===== config.mk =====
export PLATFORM = sky130hd
export DESIGN_NAME = synthesizer
export DESIGN_NICKNAME = d
export VERILOG_FILES = /design/src/synth_pkg.sv /design/src/midi_pkg.sv /design/src/midi_uart_rx.sv /design/src/midi_decoder.sv /design/src/voice_allocator.sv /design/src/patch_regs.sv /design/src/synth_engine.sv /design/src/synthesizer.sv
export SDC_FILE = /design/constraint.sdc
export NUM_CORES = 2
export LEC_CHECK = 0
export BUFFER_PORTS_ARGS = -buffer_cell sky130_fd_sc_hd__buf_4
export CAP_MARGIN = 10
export CELL_PAD_IN_SITES_DETAIL_PLACEMENT = 0
export CELL_PAD_IN_SITES_GLOBAL_PLACEMENT = 1
export CORE_MARGIN = 3
export CORE_UTILIZATION = 55
export DETAILED_ROUTE_END_ITERATION = 6
export PLACE_DENSITY = 0.95
export SLEW_MARGIN = 20
export SYNTH_ARGS = -nofsm -noshare
export SYNTH_HDL_FRONTEND = slang
export SYNTH_SLANG_ARGS = --single-unit

===== constraint.sdc =====
create_clock -name reg_clk -period 38.7 [get_ports reg_clk]
set_clock_uncertainty 0.15 [all_clocks]
set_input_delay 3.87 -clock reg_clk [delete_from_list [all_inputs] [get_ports reg_clk]]
set_output_delay 3.87 -clock reg_clk [all_outputs]
set_load 0.05 [all_outputs]

===== src/synth_pkg.sv =====
/* synth package
   voice, audio and CPU register widths, patch fields and waveform select */
`default_nettype none

package synth_pkg;

    localparam int VOICES = 4; // polyphony

    typedef logic [1:0]         voice_idx_t;  // voice number
    typedef logic [VOICES-1:0]  voice_mask_t; // one bit per voice
    typedef logic [6:0]         key_t;        // MIDI key number
    typedef logic [6:0]         vel_t;        // MIDI velocity
    typedef logic [11:0]        level_t;      // envelope level, max 4095
    typedef logic signed [23:0] sample_t;     // audio sample
    typedef logic [3:0]         reg_addr_t;
    typedef logic [7:0]         reg_data_t;

    typedef enum logic {
        WAVE_SAW,
        WAVE_SQUARE
    } wave_t;

    typedef struct packed {
        logic [3:0] midi_ch;      // receive channel
        wave_t      wave;
        logic [7:0] attack_rate;  // level step per sample, key held
        logic [7:0] release_rate; // level step per sample, key released
        logic [7:0] volume;       // master gain
    } patch_t;

    // CPU register map
    localparam reg_addr_t ADDR_CH      = 4'd0;
    localparam reg_addr_t ADDR_WAVE    = 4'd1;
    localparam reg_addr_t ADDR_ATTACK  = 4'd2;
    localparam reg_addr_t ADDR_RELEASE = 4'd3;
    localparam reg_addr_t ADDR_VOLUME  = 4'd4;
    localparam reg_addr_t ADDR_ACTIVE  = 4'd5; // read only

endpackage

`default_nettype wire


===== src/midi_pkg.sv =====
/* MIDI package
   serial bit timing, channel voice status codes, note events and parser states */
`default_nettype none

package midi_pkg;

    localparam int BIT_CYCLES = 800; // 25 MHz / 31.25 kbaud

    // upper nibble of status byte
    localparam logic [3:0] STATUS_NOTE_OFF = 4'h8;
    localparam logic [3:0] STATUS_NOTE_ON  = 4'h9;

    typedef struct packed {
        logic            on;  // 0 = note off
        synth_pkg::key_t key;
        synth_pkg::vel_t vel;
    } note_event_t;

    typedef enum logic [1:0] {
        PARSE_IDLE, // waiting for status, or first data byte under running status
        PARSE_KEY,  // status seen, key byte next
        PARSE_VEL   // key stored, velocity next
    } parse_state_t;

endpackage

`default_nettype wire


===== src/midi_uart_rx.sv =====
/* MIDI serial receiver
   31.25 kbaud, 8N1, one byte strobe per good stop bit */
`timescale 1ns/1ps
`default_nettype none

module midi_uart_rx (
    input  wire        reg_clk,
    input  wire        rst,
    input  wire        midi_rxd,
    output logic [7:0] rx_byte,
    output logic       rx_valid
);

    typedef enum logic [1:0] {RX_IDLE, RX_START, RX_DATA, RX_STOP} rx_state_t;

    rx_state_t  state;
    logic       rxd_meta, rxd_s; // two flop sync
    logic [9:0] cnt;             // cycles within bit
    logic [2:0] bit_idx;
    logic [7:0] shreg;
    logic       half_bit, full_bit;

    assign half_bit = cnt == 10'(midi_pkg::BIT_CYCLES / 2 - 1);
    assign full_bit = cnt == 10'(midi_pkg::BIT_CYCLES - 1);

    always_ff @(posedge reg_clk) begin
        if (rst) begin
            rxd_meta <= 1'b1; // line idles high
            rxd_s    <= 1'b1;
            state    <= RX_IDLE;
            cnt      <= '0;
            bit_idx  <= '0;
            rx_valid <= 1'b0;
        end else begin
            rxd_meta <= midi_rxd;
            rxd_s    <= rxd_meta;
            rx_valid <= 1'b0;
            cnt      <= cnt + 10'd1;
            case (state)
                RX_IDLE: begin
                    cnt <= '0;
                    if (!rxd_s) state <= RX_START; // falling edge
                end
                RX_START: if (half_bit) begin
                    cnt     <= '0;
                    bit_idx <= '0;
                    state   <= rxd_s ? RX_IDLE : RX_DATA; // glitch check
                end
                RX_DATA: if (full_bit) begin
                    cnt     <= '0;
                    bit_idx <= bit_idx + 3'd1;
                    if (bit_idx == 3'd7) state <= RX_STOP;
                end
                RX_STOP: if (full_bit) begin
                    rx_valid <= rxd_s; // framing error drops the byte
                    state    <= RX_IDLE;
                end
                default: state <= RX_IDLE;
            endcase
        end
    end

    // data path, lsb first
    always_ff @(posedge reg_clk) begin
        if (state == RX_DATA && full_bit) shreg <= {rxd_s, shreg[7:1]};
        if (state == RX_STOP && full_bit) rx_byte <= shreg;
    end

endmodule

`default_nettype wire


===== src/midi_decoder.sv =====
/* MIDI channel voice decoder
   note on / note off parsing with running status, emits note events */
`timescale 1ns/1ps
`default_nettype none

module midi_decoder (
    input  wire                     reg_clk,
    input  wire                     rst,
    input  wire  [7:0]              rx_byte,
    input  wire                     rx_valid,
    input  wire  [3:0]              midi_ch,
    output midi_pkg::note_event_t   note_event,
    output logic                    event_valid
);

    midi_pkg::parse_state_t state;
    logic            rs_valid; // running status held
    logic            rs_on;    // held status is note on
    synth_pkg::key_t key;
    logic            is_note, is_status, is_realtime;

    assign is_status   = rx_byte[7];
    assign is_realtime = rx_byte[7:3] == 5'b11111; // F8..FF, leave status alone
    assign is_note     = (rx_byte[7:4] == midi_pkg::STATUS_NOTE_ON ||
                          rx_byte[7:4] == midi_pkg::STATUS_NOTE_OFF) &&
                         rx_byte[3:0] == midi_ch;

    always_ff @(posedge reg_clk) begin
        if (rst) begin
            state       <= midi_pkg::PARSE_IDLE;
            rs_valid    <= 1'b0;
            rs_on       <= 1'b0;
            event_valid <= 1'b0;
        end else begin
            event_valid <= 1'b0;
            if (rx_valid && is_status && !is_realtime) begin
                rs_valid <= is_note; // anything else kills running status
                rs_on    <= rx_byte[7:4] == midi_pkg::STATUS_NOTE_ON;
                state    <= is_note ? midi_pkg::PARSE_KEY : midi_pkg::PARSE_IDLE;
            end else if (rx_valid && !is_status) begin
                case (state)
                    midi_pkg::PARSE_IDLE: begin
                        if (rs_valid) state <= midi_pkg::PARSE_VEL; // running status
                    end
                    midi_pkg::PARSE_KEY: state <= midi_pkg::PARSE_VEL;
                    midi_pkg::PARSE_VEL: begin
                        event_valid <= 1'b1;
                        state       <= midi_pkg::PARSE_IDLE;
                    end
                    default: state <= midi_pkg::PARSE_IDLE;
                endcase
            end
        end
    end

    // payload, no reset
    always_ff @(posedge reg_clk) begin
        if (rx_valid && !is_status) begin
            if (state == midi_pkg::PARSE_VEL) begin
                note_event.on  <= rs_on && rx_byte[6:0] != 7'd0; // vel 0 means off
                note_event.key <= key;
                note_event.vel <= rx_byte[6:0];
            end else begin
                key <= rx_byte[6:0];
            end
        end
    end

endmodule

`default_nettype wire


===== src/voice_allocator.sv =====
/* voice allocator
   lowest free voice per note on, release by key on note off */
`timescale 1ns/1ps
`default_nettype none

module voice_allocator (
    input  wire                                          reg_clk,
    input  wire                                          rst,
    input  wire  midi_pkg::note_event_t                  note_event,
    input  wire                                          event_valid,
    input  wire  synth_pkg::voice_mask_t                 voice_free,
    output synth_pkg::voice_mask_t                       keys_on,
    output synth_pkg::key_t [synth_pkg::VOICES-1:0]      voice_keys,
    output synth_pkg::vel_t [synth_pkg::VOICES-1:0]      voice_vels,
    output logic [2:0]                                   active_count
);

    logic                  free_hit; // any voice available
    synth_pkg::voice_idx_t free_idx;

    // priority pick, lowest index wins
    always_comb begin
        free_hit = 1'b0;
        free_idx = '0;
        for (int i = synth_pkg::VOICES - 1; i >= 0; i--) begin
            if (voice_free[i]) begin
                free_hit = 1'b1;
                free_idx = synth_pkg::voice_idx_t'(i);
            end
        end
    end

    always_ff @(posedge reg_clk) begin
        if (rst) begin
            keys_on    <= '0;
            voice_keys <= '0; // engine steps every voice, keep phases defined
            voice_vels <= '0;
        end else if (event_valid) begin
            if (note_event.on) begin
                if (free_hit) begin // otherwise note is dropped
                    keys_on[free_idx]    <= 1'b1;
                    voice_keys[free_idx] <= note_event.key;
                    voice_vels[free_idx] <= note_event.vel;
                end
            end else begin
                for (int i = 0; i < synth_pkg::VOICES; i++) begin
                    if (voice_keys[i] == note_event.key) keys_on[i] <= 1'b0;
                end
            end
        end
    end

    always_comb begin
        active_count = '0;
        for (int i = 0; i < synth_pkg::VOICES; i++) begin
            active_count = active_count + 3'(keys_on[i]);
        end
    end

endmodule

`default_nettype wire


===== src/patch_regs.sv =====
/* patch registers
   CPU write and readback of channel, waveform, envelope rates and volume */
`timescale 1ns/1ps
`default_nettype none

module patch_regs (
    input  wire                        reg_clk,
    input  wire                        rst,
    input  wire                        cpu_write,
    input  wire                        cpu_read,
    input  wire  synth_pkg::reg_addr_t address,
    input  wire  synth_pkg::reg_data_t cpu_wdata,
    input  wire  [2:0]                 active_count,
    output synth_pkg::reg_data_t       cpu_rdata,
    output synth_pkg::patch_t          patch
);

    always_ff @(posedge reg_clk) begin
        if (rst) begin
            patch.midi_ch      <= '0;
            patch.wave         <= synth_pkg::WAVE_SQUARE;
            patch.attack_rate  <= 8'hff;
            patch.release_rate <= 8'hff;
            patch.volume       <= 8'hff;
            cpu_rdata          <= '0;
        end else begin
            if (cpu_write) begin
                case (address)
                    synth_pkg::ADDR_CH:      patch.midi_ch      <= cpu_wdata[3:0];
                    synth_pkg::ADDR_WAVE:    patch.wave <= synth_pkg::wave_t'(cpu_wdata[0]);
                    synth_pkg::ADDR_ATTACK:  patch.attack_rate  <= cpu_wdata;
                    synth_pkg::ADDR_RELEASE: patch.release_rate <= cpu_wdata;
                    synth_pkg::ADDR_VOLUME:  patch.volume       <= cpu_wdata;
                    default: ;                                  // read only or unused
                endcase
            end
            if (cpu_read) begin // held until next read
                case (address)
                    synth_pkg::ADDR_CH:      cpu_rdata <= {4'd0, patch.midi_ch};
                    synth_pkg::ADDR_WAVE:    cpu_rdata <= {7'd0, patch.wave};
                    synth_pkg::ADDR_ATTACK:  cpu_rdata <= patch.attack_rate;
                    synth_pkg::ADDR_RELEASE: cpu_rdata <= patch.release_rate;
                    synth_pkg::ADDR_VOLUME:  cpu_rdata <= patch.volume;
                    synth_pkg::ADDR_ACTIVE:  cpu_rdata <= {5'd0, active_count};
                    default:                 cpu_rdata <= '0;
                endcase
            end
        end
    end

endmodule

`default_nettype wire


===== src/synth_engine.sv =====
/* synth engine
   one voice per cycle, phase accumulator, linear AR envelope, stereo mix */
`timescale 1ns/1ps
`default_nettype none

module synth_engine (
    input  wire                                     reg_clk,
    input  wire                                     rst,
    input  wire                                     trig,
    input  wire  synth_pkg::patch_t                 patch,
    input  wire  synth_pkg::voice_mask_t            keys_on,
    input  wire  synth_pkg::key_t [synth_pkg::VOICES-1:0] voice_keys,
    input  wire  synth_pkg::vel_t [synth_pkg::VOICES-1:0] voice_vels,
    output synth_pkg::voice_mask_t                  voice_free,
    output synth_pkg::sample_t                      lsound_out,
    output synth_pkg::sample_t                      rsound_out,
    output logic                                    sample_valid
);

    logic                  busy;                          // pass in progress
    logic [2:0]            step;                          // 0..3 voices, 4 mix
    logic [15:0]           phase [synth_pkg::VOICES];
    synth_pkg::level_t     level [synth_pkg::VOICES];
    logic signed [31:0]    lacc, racc;                    // even / odd voice sums
    synth_pkg::voice_idx_t v;
    logic [15:0]           phase_next;
    logic [12:0]           attack_sum;
    synth_pkg::level_t     level_next;
    logic signed [15:0]    wave;
    logic signed [31:0]    term;
    logic signed [39:0]    lmix, rmix;

    ////////////////////////////////////////////////////////////
    // per voice datapath
    ////////////////////////////////////////////////////////////

    assign v          = step[1:0];
    assign phase_next = phase[v] + {6'd0, voice_keys[v], 3'd0}; // key x 8
    assign attack_sum = {1'b0, level[v]} + {5'd0, patch.attack_rate};

    always_comb begin
        if (keys_on[v])
            level_next = attack_sum[12] ? 12'hfff : attack_sum[11:0]; // clamp high
        else if (level[v] > {4'd0, patch.release_rate})
            level_next = level[v] - {4'd0, patch.release_rate};
        else
            level_next = '0;                                        // clamp low
    end

    always_comb begin
        if (patch.wave == synth_pkg::WAVE_SAW)
            wave = $signed(phase_next);
        else
            wave = phase_next[15] ? 16'sh8000 : 16'sh7fff;
    end

    // wave x level top byte x velocity, fits 32 bits signed
    assign term = wave * $signed({1'b0, level_next[11:4]}) * $signed({1'b0, voice_vels[v]});

    assign lmix = lacc * $signed({1'b0, patch.volume});
    assign rmix = racc * $signed({1'b0, patch.volume});

    always_comb begin
        for (int i = 0; i < synth_pkg::VOICES; i++) begin
            voice_free[i] = !keys_on[i] && level[i] == '0;
        end
    end

    ////////////////////////////////////////////////////////////
    // sequencing
    ////////////////////////////////////////////////////////////

    always_ff @(posedge reg_clk) begin
        if (rst) begin
            busy         <= 1'b0;
            step         <= '0;
            lacc         <= '0;
            racc         <= '0;
            sample_valid <= 1'b0;
            lsound_out   <= '0;
            rsound_out   <= '0;
            for (int i = 0; i < synth_pkg::VOICES; i++) begin
                phase[i] <= '0;
                level[i] <= '0;
            end
        end else begin
            sample_valid <= 1'b0;
            if (!busy) begin
                if (trig) begin // new pass
                    busy <= 1'b1;
                    step <= '0;
                    lacc <= '0;
                    racc <= '0;
                end
            end else if (step != 3'(synth_pkg::VOICES)) begin
                phase[v] <= phase_next;
                level[v] <= level_next;
                if (v[0]) racc <= racc + term; // odd to right
                else      lacc <= lacc + term;
                step <= step + 3'd1;
            end else begin // final cycle, apply master volume
                lsound_out   <= lmix[39:16];
                rsound_out   <= rmix[39:16];
                sample_valid <= 1'b1;
                busy         <= 1'b0;
            end
        end
    end

endmodule

`default_nettype wire


===== src/synthesizer.sv =====
/* MIDI polyphonic synthesizer top
   serial MIDI in, four voices, stereo 24 bit samples, CPU patch port */
`timescale 1ns/1ps
`default_nettype none

module synthesizer (
    input  wire                        reg_clk,
    input  wire                        rst,
    input  wire                        midi_rxd,
    input  wire                        trig,
    input  wire                        cpu_write,
    input  wire                        cpu_read,
    input  wire  synth_pkg::reg_addr_t address,
    input  wire  synth_pkg::reg_data_t cpu_wdata,
    output synth_pkg::reg_data_t       cpu_rdata,
    output synth_pkg::voice_mask_t     keys_on,
    output synth_pkg::voice_mask_t     voice_free,
    output synth_pkg::sample_t         lsound_out,
    output synth_pkg::sample_t         rsound_out,
    output logic                       sample_valid
);

    logic [7:0]                                rx_byte;
    logic                                      rx_valid;
    midi_pkg::note_event_t                     note_event;
    logic                                      event_valid;
    synth_pkg::key_t [synth_pkg::VOICES-1:0]   voice_keys;
    synth_pkg::vel_t [synth_pkg::VOICES-1:0]   voice_vels;
    logic [2:0]                                active_count;
    synth_pkg::patch_t                         patch;

    ////////////////////////////////////////////////////////////
    // MIDI in
    ////////////////////////////////////////////////////////////

    midi_uart_rx midi_uart_rx_inst (
        .reg_clk      (reg_clk),
        .rst          (rst),
        .midi_rxd     (midi_rxd),
        .rx_byte      (rx_byte),
        .rx_valid     (rx_valid)      // mid stop bit
    );

    midi_decoder midi_decoder_inst (
        .reg_clk      (reg_clk),
        .rst          (rst),
        .rx_byte      (rx_byte),
        .rx_valid     (rx_valid),
        .midi_ch      (patch.midi_ch),
        .note_event   (note_event),
        .event_valid  (event_valid)
    );

    voice_allocator voice_allocator_inst (
        .reg_clk      (reg_clk),
        .rst          (rst),
        .note_event   (note_event),
        .event_valid  (event_valid),
        .voice_free   (voice_free),   // from envelopes
        .keys_on      (keys_on),
        .voice_keys   (voice_keys),
        .voice_vels   (voice_vels),
        .active_count (active_count)
    );

    ////////////////////////////////////////////////////////////
    // control and sound
    ////////////////////////////////////////////////////////////

    patch_regs patch_regs_inst (
        .reg_clk      (reg_clk),
        .rst          (rst),
        .cpu_write    (cpu_write),
        .cpu_read     (cpu_read),
        .address      (address),
        .cpu_wdata    (cpu_wdata),
        .active_count (active_count),
        .cpu_rdata    (cpu_rdata),
        .patch        (patch)
    );

    synth_engine synth_engine_inst (
        .reg_clk      (reg_clk),
        .rst          (rst),
        .trig         (trig),
        .patch        (patch),
        .keys_on      (keys_on),
        .voice_keys   (voice_keys),
        .voice_vels   (voice_vels),
        .voice_free   (voice_free),
        .lsound_out   (lsound_out),
        .rsound_out   (rsound_out),
        .sample_valid (sample_valid)  // trig + 6
    );

endmodule

`default_nettype wire


# --- After elaboration in Yosys (flattened, before gate mapping) ---
# Memories as Yosys holds them, arrays and structs flattened. A register that Yosys moved wholly into a read port is not among the register bits.
# Index checks and enable logic that the tools add are counted.
totals:
  romBits: 0
  in_bits: 18
  ff_bits: 275
  ram_bits: 112
  latch_bits: 0
  out_inout_bits: 65
  wordCells: 239
  mem_count: 2
op_classes:
  magnitude_cmp: 4
  n_mul: 4
  reduce_logical: 58
  bitwise: 7
  shifts: 0
  n_div: 0
  n_eq_ne: 32
  muxes: 80
  n_addsub: 11
mem_list:
  columns: ["memory", "words", "width", "rd", "rd_ports_with_merged_regs", "wr", "line_no", "text"]
  rows:
  - ["synth_engine_inst.phase", 4, 16, 1, 1, 4, "synth_engine.sv:22", "logic [15:0] phase [synth_pkg::VOICES];"]
  - ["synth_engine_inst.level", 4, 12, 5, 1, 4, "synth_engine.sv:23", "synth_pkg::level_t level [synth_pkg::VOICES];"]
op_table:
  columns: ["op", "count"]
  rows:
  - ["2-to-1 mux 32 bit", 7]
  - ["multiplier 32 x 9 -> 40 bit", 2]
  - ["adder 32 bit", 2]
  - ["bitwise mux 28 bit", 2]
  - ["zero test 12 bit", 4]
  - ["2-to-1 mux 12 bit", 4]
  - ["2-to-1 mux 16 bit", 3]
  - ["one-hot mux 8 bit (6 select lines)", 1]
  - ["2-to-1 mux 2 bit", 19]
  - ["multiplier 32 x 8 -> 32 bit", 1]
  - ["one-hot mux 10 bit (3 select lines)", 1]
  - ["binary-select mux 7 bit (select 2 bit)", 2]
  - ["equality test 7 bit", 4]
  - ["multiplier 16 x 9 -> 25 bit", 1]
  - ["AND reduction 3 bit", 8]
  - ["2-to-1 mux 1 bit", 23]
  - ["2-to-1 mux 7 bit", 3]
  - ["2-to-1 mux 10 bit", 2]
  - ["AND reduction 2 bit", 10]
  - ["adder 16 x 10 -> 16 bit", 1]
  - ["OR reduction 16 bit", 1]
  - ["2-to-1 mux 3 bit", 5]
  - ["demux 7 bit (select 2 bit)", 1]
  - ["nonzero test 2 bit", 7]
  - ["42 further kinds", 82]

# --- Depth between registers and ports, before layout ---
# An unclocked memory read counts as a cell.
logic_depth:
  depth_word: 14
  mapped_depth: 67
  mapped_depth_nobuf: 63

# --- Cells and area by module ---
# A second synthesis with hierarchy kept.
hier_totals:
  cells_unflattened: 5200
  hier_area_um2: 46636.0
modules_own_cells:
  columns: ["mod", "cells_each", "instances", "area_each_um2", "seq_area_each_um2"]
  rows:
  - ["synth_engine", 4505, 1, 39887.0, 5745.5]
  - ["voice_allocator", 319, 1, 2616.3, 1201.2]
  - ["patch_regs", 208, 1, 1826.8, 740.7]
  - ["midi_uart_rx", 112, 1, 1371.3, 840.8]
  - ["midi_decoder", 56, 1, 934.6, 760.7]

# --- Worst setup path after synthesis ---
# Ideal clock, no wire load.
synth_timing:
  path_kind: "register to register"
  from: "register (tool-made name)"
  to: "register synth_engine_inst.racc[31]"
  required_ns: 38.476
  slack_ns: 24.591
  stages_incl_launch_ff: 61
  synth_period_minus_slack_ns: 14.109
  arrival_ns: 13.885
  path_cell_list: "dfxtp_1 buf_2 buf_2 buf_1 mux4_2 ha_1 inv_1 fa_1 inv_1 a21oi_1 o21bai_1 a21o_1 a21o_1 a21o_1 and3b_1 xor2_1 nor2_1 a21oi_1 [25 not listed] a221oi_1 o21a_1 nor2_1 o21a_1 nor2_1 xnor2_1 ha_1 a21o_1 a21oi_1 o2111a_1 o311a_1 o31ai_2 a21o_1 a21oi_1 o21ai_0 xnor2_1 or3_1 a31oi_1"
synth_rtl:
  columns: ["item", "line_no", "text"]
  rows:
  - ["end signal: assignment", "synth_engine.sv:98", "if (v[0]) racc <= racc + term;"]
  - ["end: declaration", "synth_engine.sv:24", "logic signed [31:0] lacc, racc;"]

==> flow_summary_export.csv <==
group,metric,value,unit
floorplan,die-area,88100,um2
sta,maxSlewHeadroom,26.0,%
placement,numPortBuffers,82,
yosys,synthesis.nets,6159,
cells_and_area,nFillCells,7185,
cells_and_area,fin_nets,6132,
sta,fin_crit_sh,40.4,%
job,maxCapViolations,0,
worst_setup_path,critical_path_class,"flop to flop",
floorplan,die_h,297,um
cells_and_area,n_antenna_cell,0,
global_routing,antenna_found_initial,1,
placement,gp_congestion,0.872,
yosys,synthArstFlopShare,0,%
clock_tree,clockBufferDepth,3,
worst_setup_path,arrival,16.01,ns
sta,rsz0062_at_grt,"no",
yosys,synth_top_area_cell,"fa_1",
route,wl_per_cell,17.2,um
sta,worstMarginPinSlew,1.11,ns
clock_tree,cts_tree,"done",
sta,period_needed,15.62,ns
route,antenna_left,0,
global_routing,grt_max_degree,117,
floorplan,initial_core_util,55.6,%
floorplan,boundaryPins,83,
cells_and_area,syn_to_final_growth,6.88,%
yosys,netlist_instances,5149,
worst_setup_path,startpoint_type,"flop",
status,violations,"design-rule violations",
yosys,ys_seq_elements,389,
route,vias_per_cell,5.60,
clock_tree,post_cts_buffers,0,
clock_tree,insertion_delay,0.63,ns
worst_setup_path,crit_path_end_kind,"flop",
yosys,synth-main-ff-cell,"dfxtp_1",
yosys,synth_edf_count,150,
yosys,syn-cell-area,46500,um2
yosys,synth_cell_type_count,98,
route,dr.pass1.iters,7,
cells_and_area,multi_input_area,33300,um2
sta,setup_violations,0,
route,num_vias,35256,
route,wirelength,108000,um
clock_tree,cts_hold_buf,0,
global_routing,overflow,0,
sta,hold_viol,0,
status,outcome,"finished, violations left",
global_routing,gr-usage-all-layers,24.6,%
floorplan,die_width,297,um
hold_path,holdCritPathClass,"flop to flop",
clock_tree,path_clk_slew,0.06,ns
clock_tree,cts_sinks,389,
worst_setup_path,crit_top_cell,"fa_1",
yosys,synth_warnings,0,
sta,max_freq,0.0640,GHz
route,remaining_drc_errors,2,
yosys,syn_area_per_cell,9.04,um2
clock_tree,post_cts_resized,0,
yosys,synth-seq-area-share,20.0,%
floorplan,fp.coreArea,83700,um2
clock_tree,cts_buffers,45,
yosys,synth.top_cell.area_share,26.9,%
worst_setup_path,slowest_stage,"a2111oi_0",
floorplan,rows,106,
worst_setup_path,cpPeakStageDelay,0.68,ns
sta,tns,0,ns
global_routing,grt_first_pass_wirelength,180000,um
clock_tree,htree_levels,2,
global_routing,grt_pass1_vias,35736,
worst_setup_path,critPathMaxFanout,16,
route,drtIter0Drc,2474,
clock_tree,root_buffer,"clkbuf_16",
worst_setup_path,worst_ep_required_time,39.08,ns
cells_and_area,regArea,9300,um2
placement,hpwl,82600,um
cells_and_area,drive_gt1_share,6.20,%
sta,final_max_slew_viol_count,0,
yosys,synthTopCellsByArea,"fa_1 (27%), dfxtp_1 (10%), ha_1 (9.9%)",
layout by cell type (no fill, tap or decap), types with 11 or more instances in the layout:
cell type  Yosys  final
and2_1       342    342
o211ai_1      14     14
nor2b_1       23     23
a21oi_1      231    231
o21a_1        38     38
nor2_1       496    493
dfxtp_1      239    230
a31oi_1       22     21
and4_1        11     11
fa_1         625    625
a211o_1       25     25
nand2_1      477    477
ha_1         367    367
nand2b_1      58     54
or3_1         17     17
and3_1        31     30
o21bai_1      22     22
mux4_2        37     37
nand3b_1      14     14
xor2_1        81     81
o21ai_0       63     61
o21ai_1       17     17
nand4_1       21     21
nand3_1       96     95
clkbuf_16      0     45
a211oi_1      24     23
edfxtp_1     150    150
inv_1        865    865
a21o_1        72     72
mux2i_1       69     69
nor4_1        19     19
nor3_1        56     55
nor3b_1       15     14
xnor2_1      131    131
or2_2         24     24
buf_4          1    126
synthesized netlist by cell type (all sizes together), types with 25 or more instances:
| library cell | instances |
|---|---|
| buf | 27 |
| a21oi | 232 |
| inv | 866 |
| nand2b | 58 |
| o21ai | 80 |
| or2 | 25 |
| and2 | 345 |
| xor2 | 81 |
| mux2i | 69 |
| nand3 | 97 |
| a21o | 72 |
| xnor2 | 131 |
| o21a | 38 |
| mux4 | 37 |
| ha | 367 |
| edfxtp | 150 |
| a211oi | 25 |
| dfxtp | 239 |
| nor3 | 57 |
| fa | 625 |
| and3 | 32 |
| clkbuf | 173 |
| a211o | 27 |
| nor2 | 496 |
| nand2 | 477 |
area by class of cell:
cell class	count	share of cell area [%]
clock inverters	27	0.662
clock buffers	56	2.41
flip-flops and latches	389	18.7
inverters	868	6.55
repair buffers	127	1.93
well taps	1134	2.85
multi-input cells	3691	66.9
through the flow:
step                cell area, um2  cells  util (%)  worst slack (ns)  hold WS, ns
detailed placement           48200   6209      57.6             23.22        0.246
global route                 49700   6292      59.4             22.14        0.270
global placement             48200   6209      57.6             23.70        0.246
floorplan                    46500   5149         -             24.59        0.239
finish                       49700   6292      59.4             23.08        0.264
CTS                          49700   6292      59.4             23.19        0.266
worst paths after layout:
check,slack [ns],cells past startpoint,endpoint,start
worst max register to register,23.08,58,synth_engine_inst.racc[31]$_SDFFE_PP0P_,flop
worst max-delay path,23.08,58,synth_engine_inst.racc[31]$_SDFFE_PP0P_,flop
worst min-delay path,0.26,1,midi_uart_rx_inst.rxd_s$_SDFF_PP1_,midi_uart_rx_inst.rxd_meta$_SDFF_PP1_
worst min register to register,0.26,1,midi_uart_rx_inst.rxd_s$_SDFF_PP1_,midi_uart_rx_inst.rxd_meta$_SDFF_PP1_
logic make-up (layout without fill, tap and decap cells):
kind of cell,after synthesis,in the layout,share of synthesized area (%)
flip-flops,389,389,20.0
adder cells (fa/ha/maj),992,992,36.8
multiplexers,113,113,3.44
buffers and inverters,1069,1078,8.71
AO/OA/AOI/OAI,635,635,9.04
AND/OR/NAND/NOR,1739,1739,18.1
XOR/XNOR,212,212,3.99
critical path: cells and delay by family, from the launching register on:
family / cells / cell delay, ns
xor+xnor: 4 / 1.15
fa+ha+maj: 13 / 4.96
buf+inv: 8 / 0.83
flops: 1 / 0.60
simple gates: 8 / 1.52
compound gates: 24 / 5.81
mux: 1 / 0.55
metal layers:
layer,GRT usage (%),part of all wire (%),vias to the layer above
li1,-,-,16448
met1,33.0,43,17708
met2,42.1,49,919
met3,2.97,5.6,179
met4,6.93,2.6,2
met5,0,0.0083,-
state kept, by name, summed over array words and instances, names as in the netlist, 15 cells and up, named ones only:
signal / cells
midi_decoder_inst.note_event: 15
voice_allocator_inst.voice_keys: 28
synth_engine_inst.racc: 32
voice_allocator_inst.voice_vels: 28
patch_regs_inst.patch: 29
synth_engine_inst.rsound_out: 24
synth_engine_inst.lacc: 32
synth_engine_inst.phase: 64
synth_engine_inst.lsound_out: 24
synth_engine_inst.level: 48
Power is left out: the tool's default activity adds up to more than one toggle a clock period on the data nets, which glitch-free logic cannot reach.
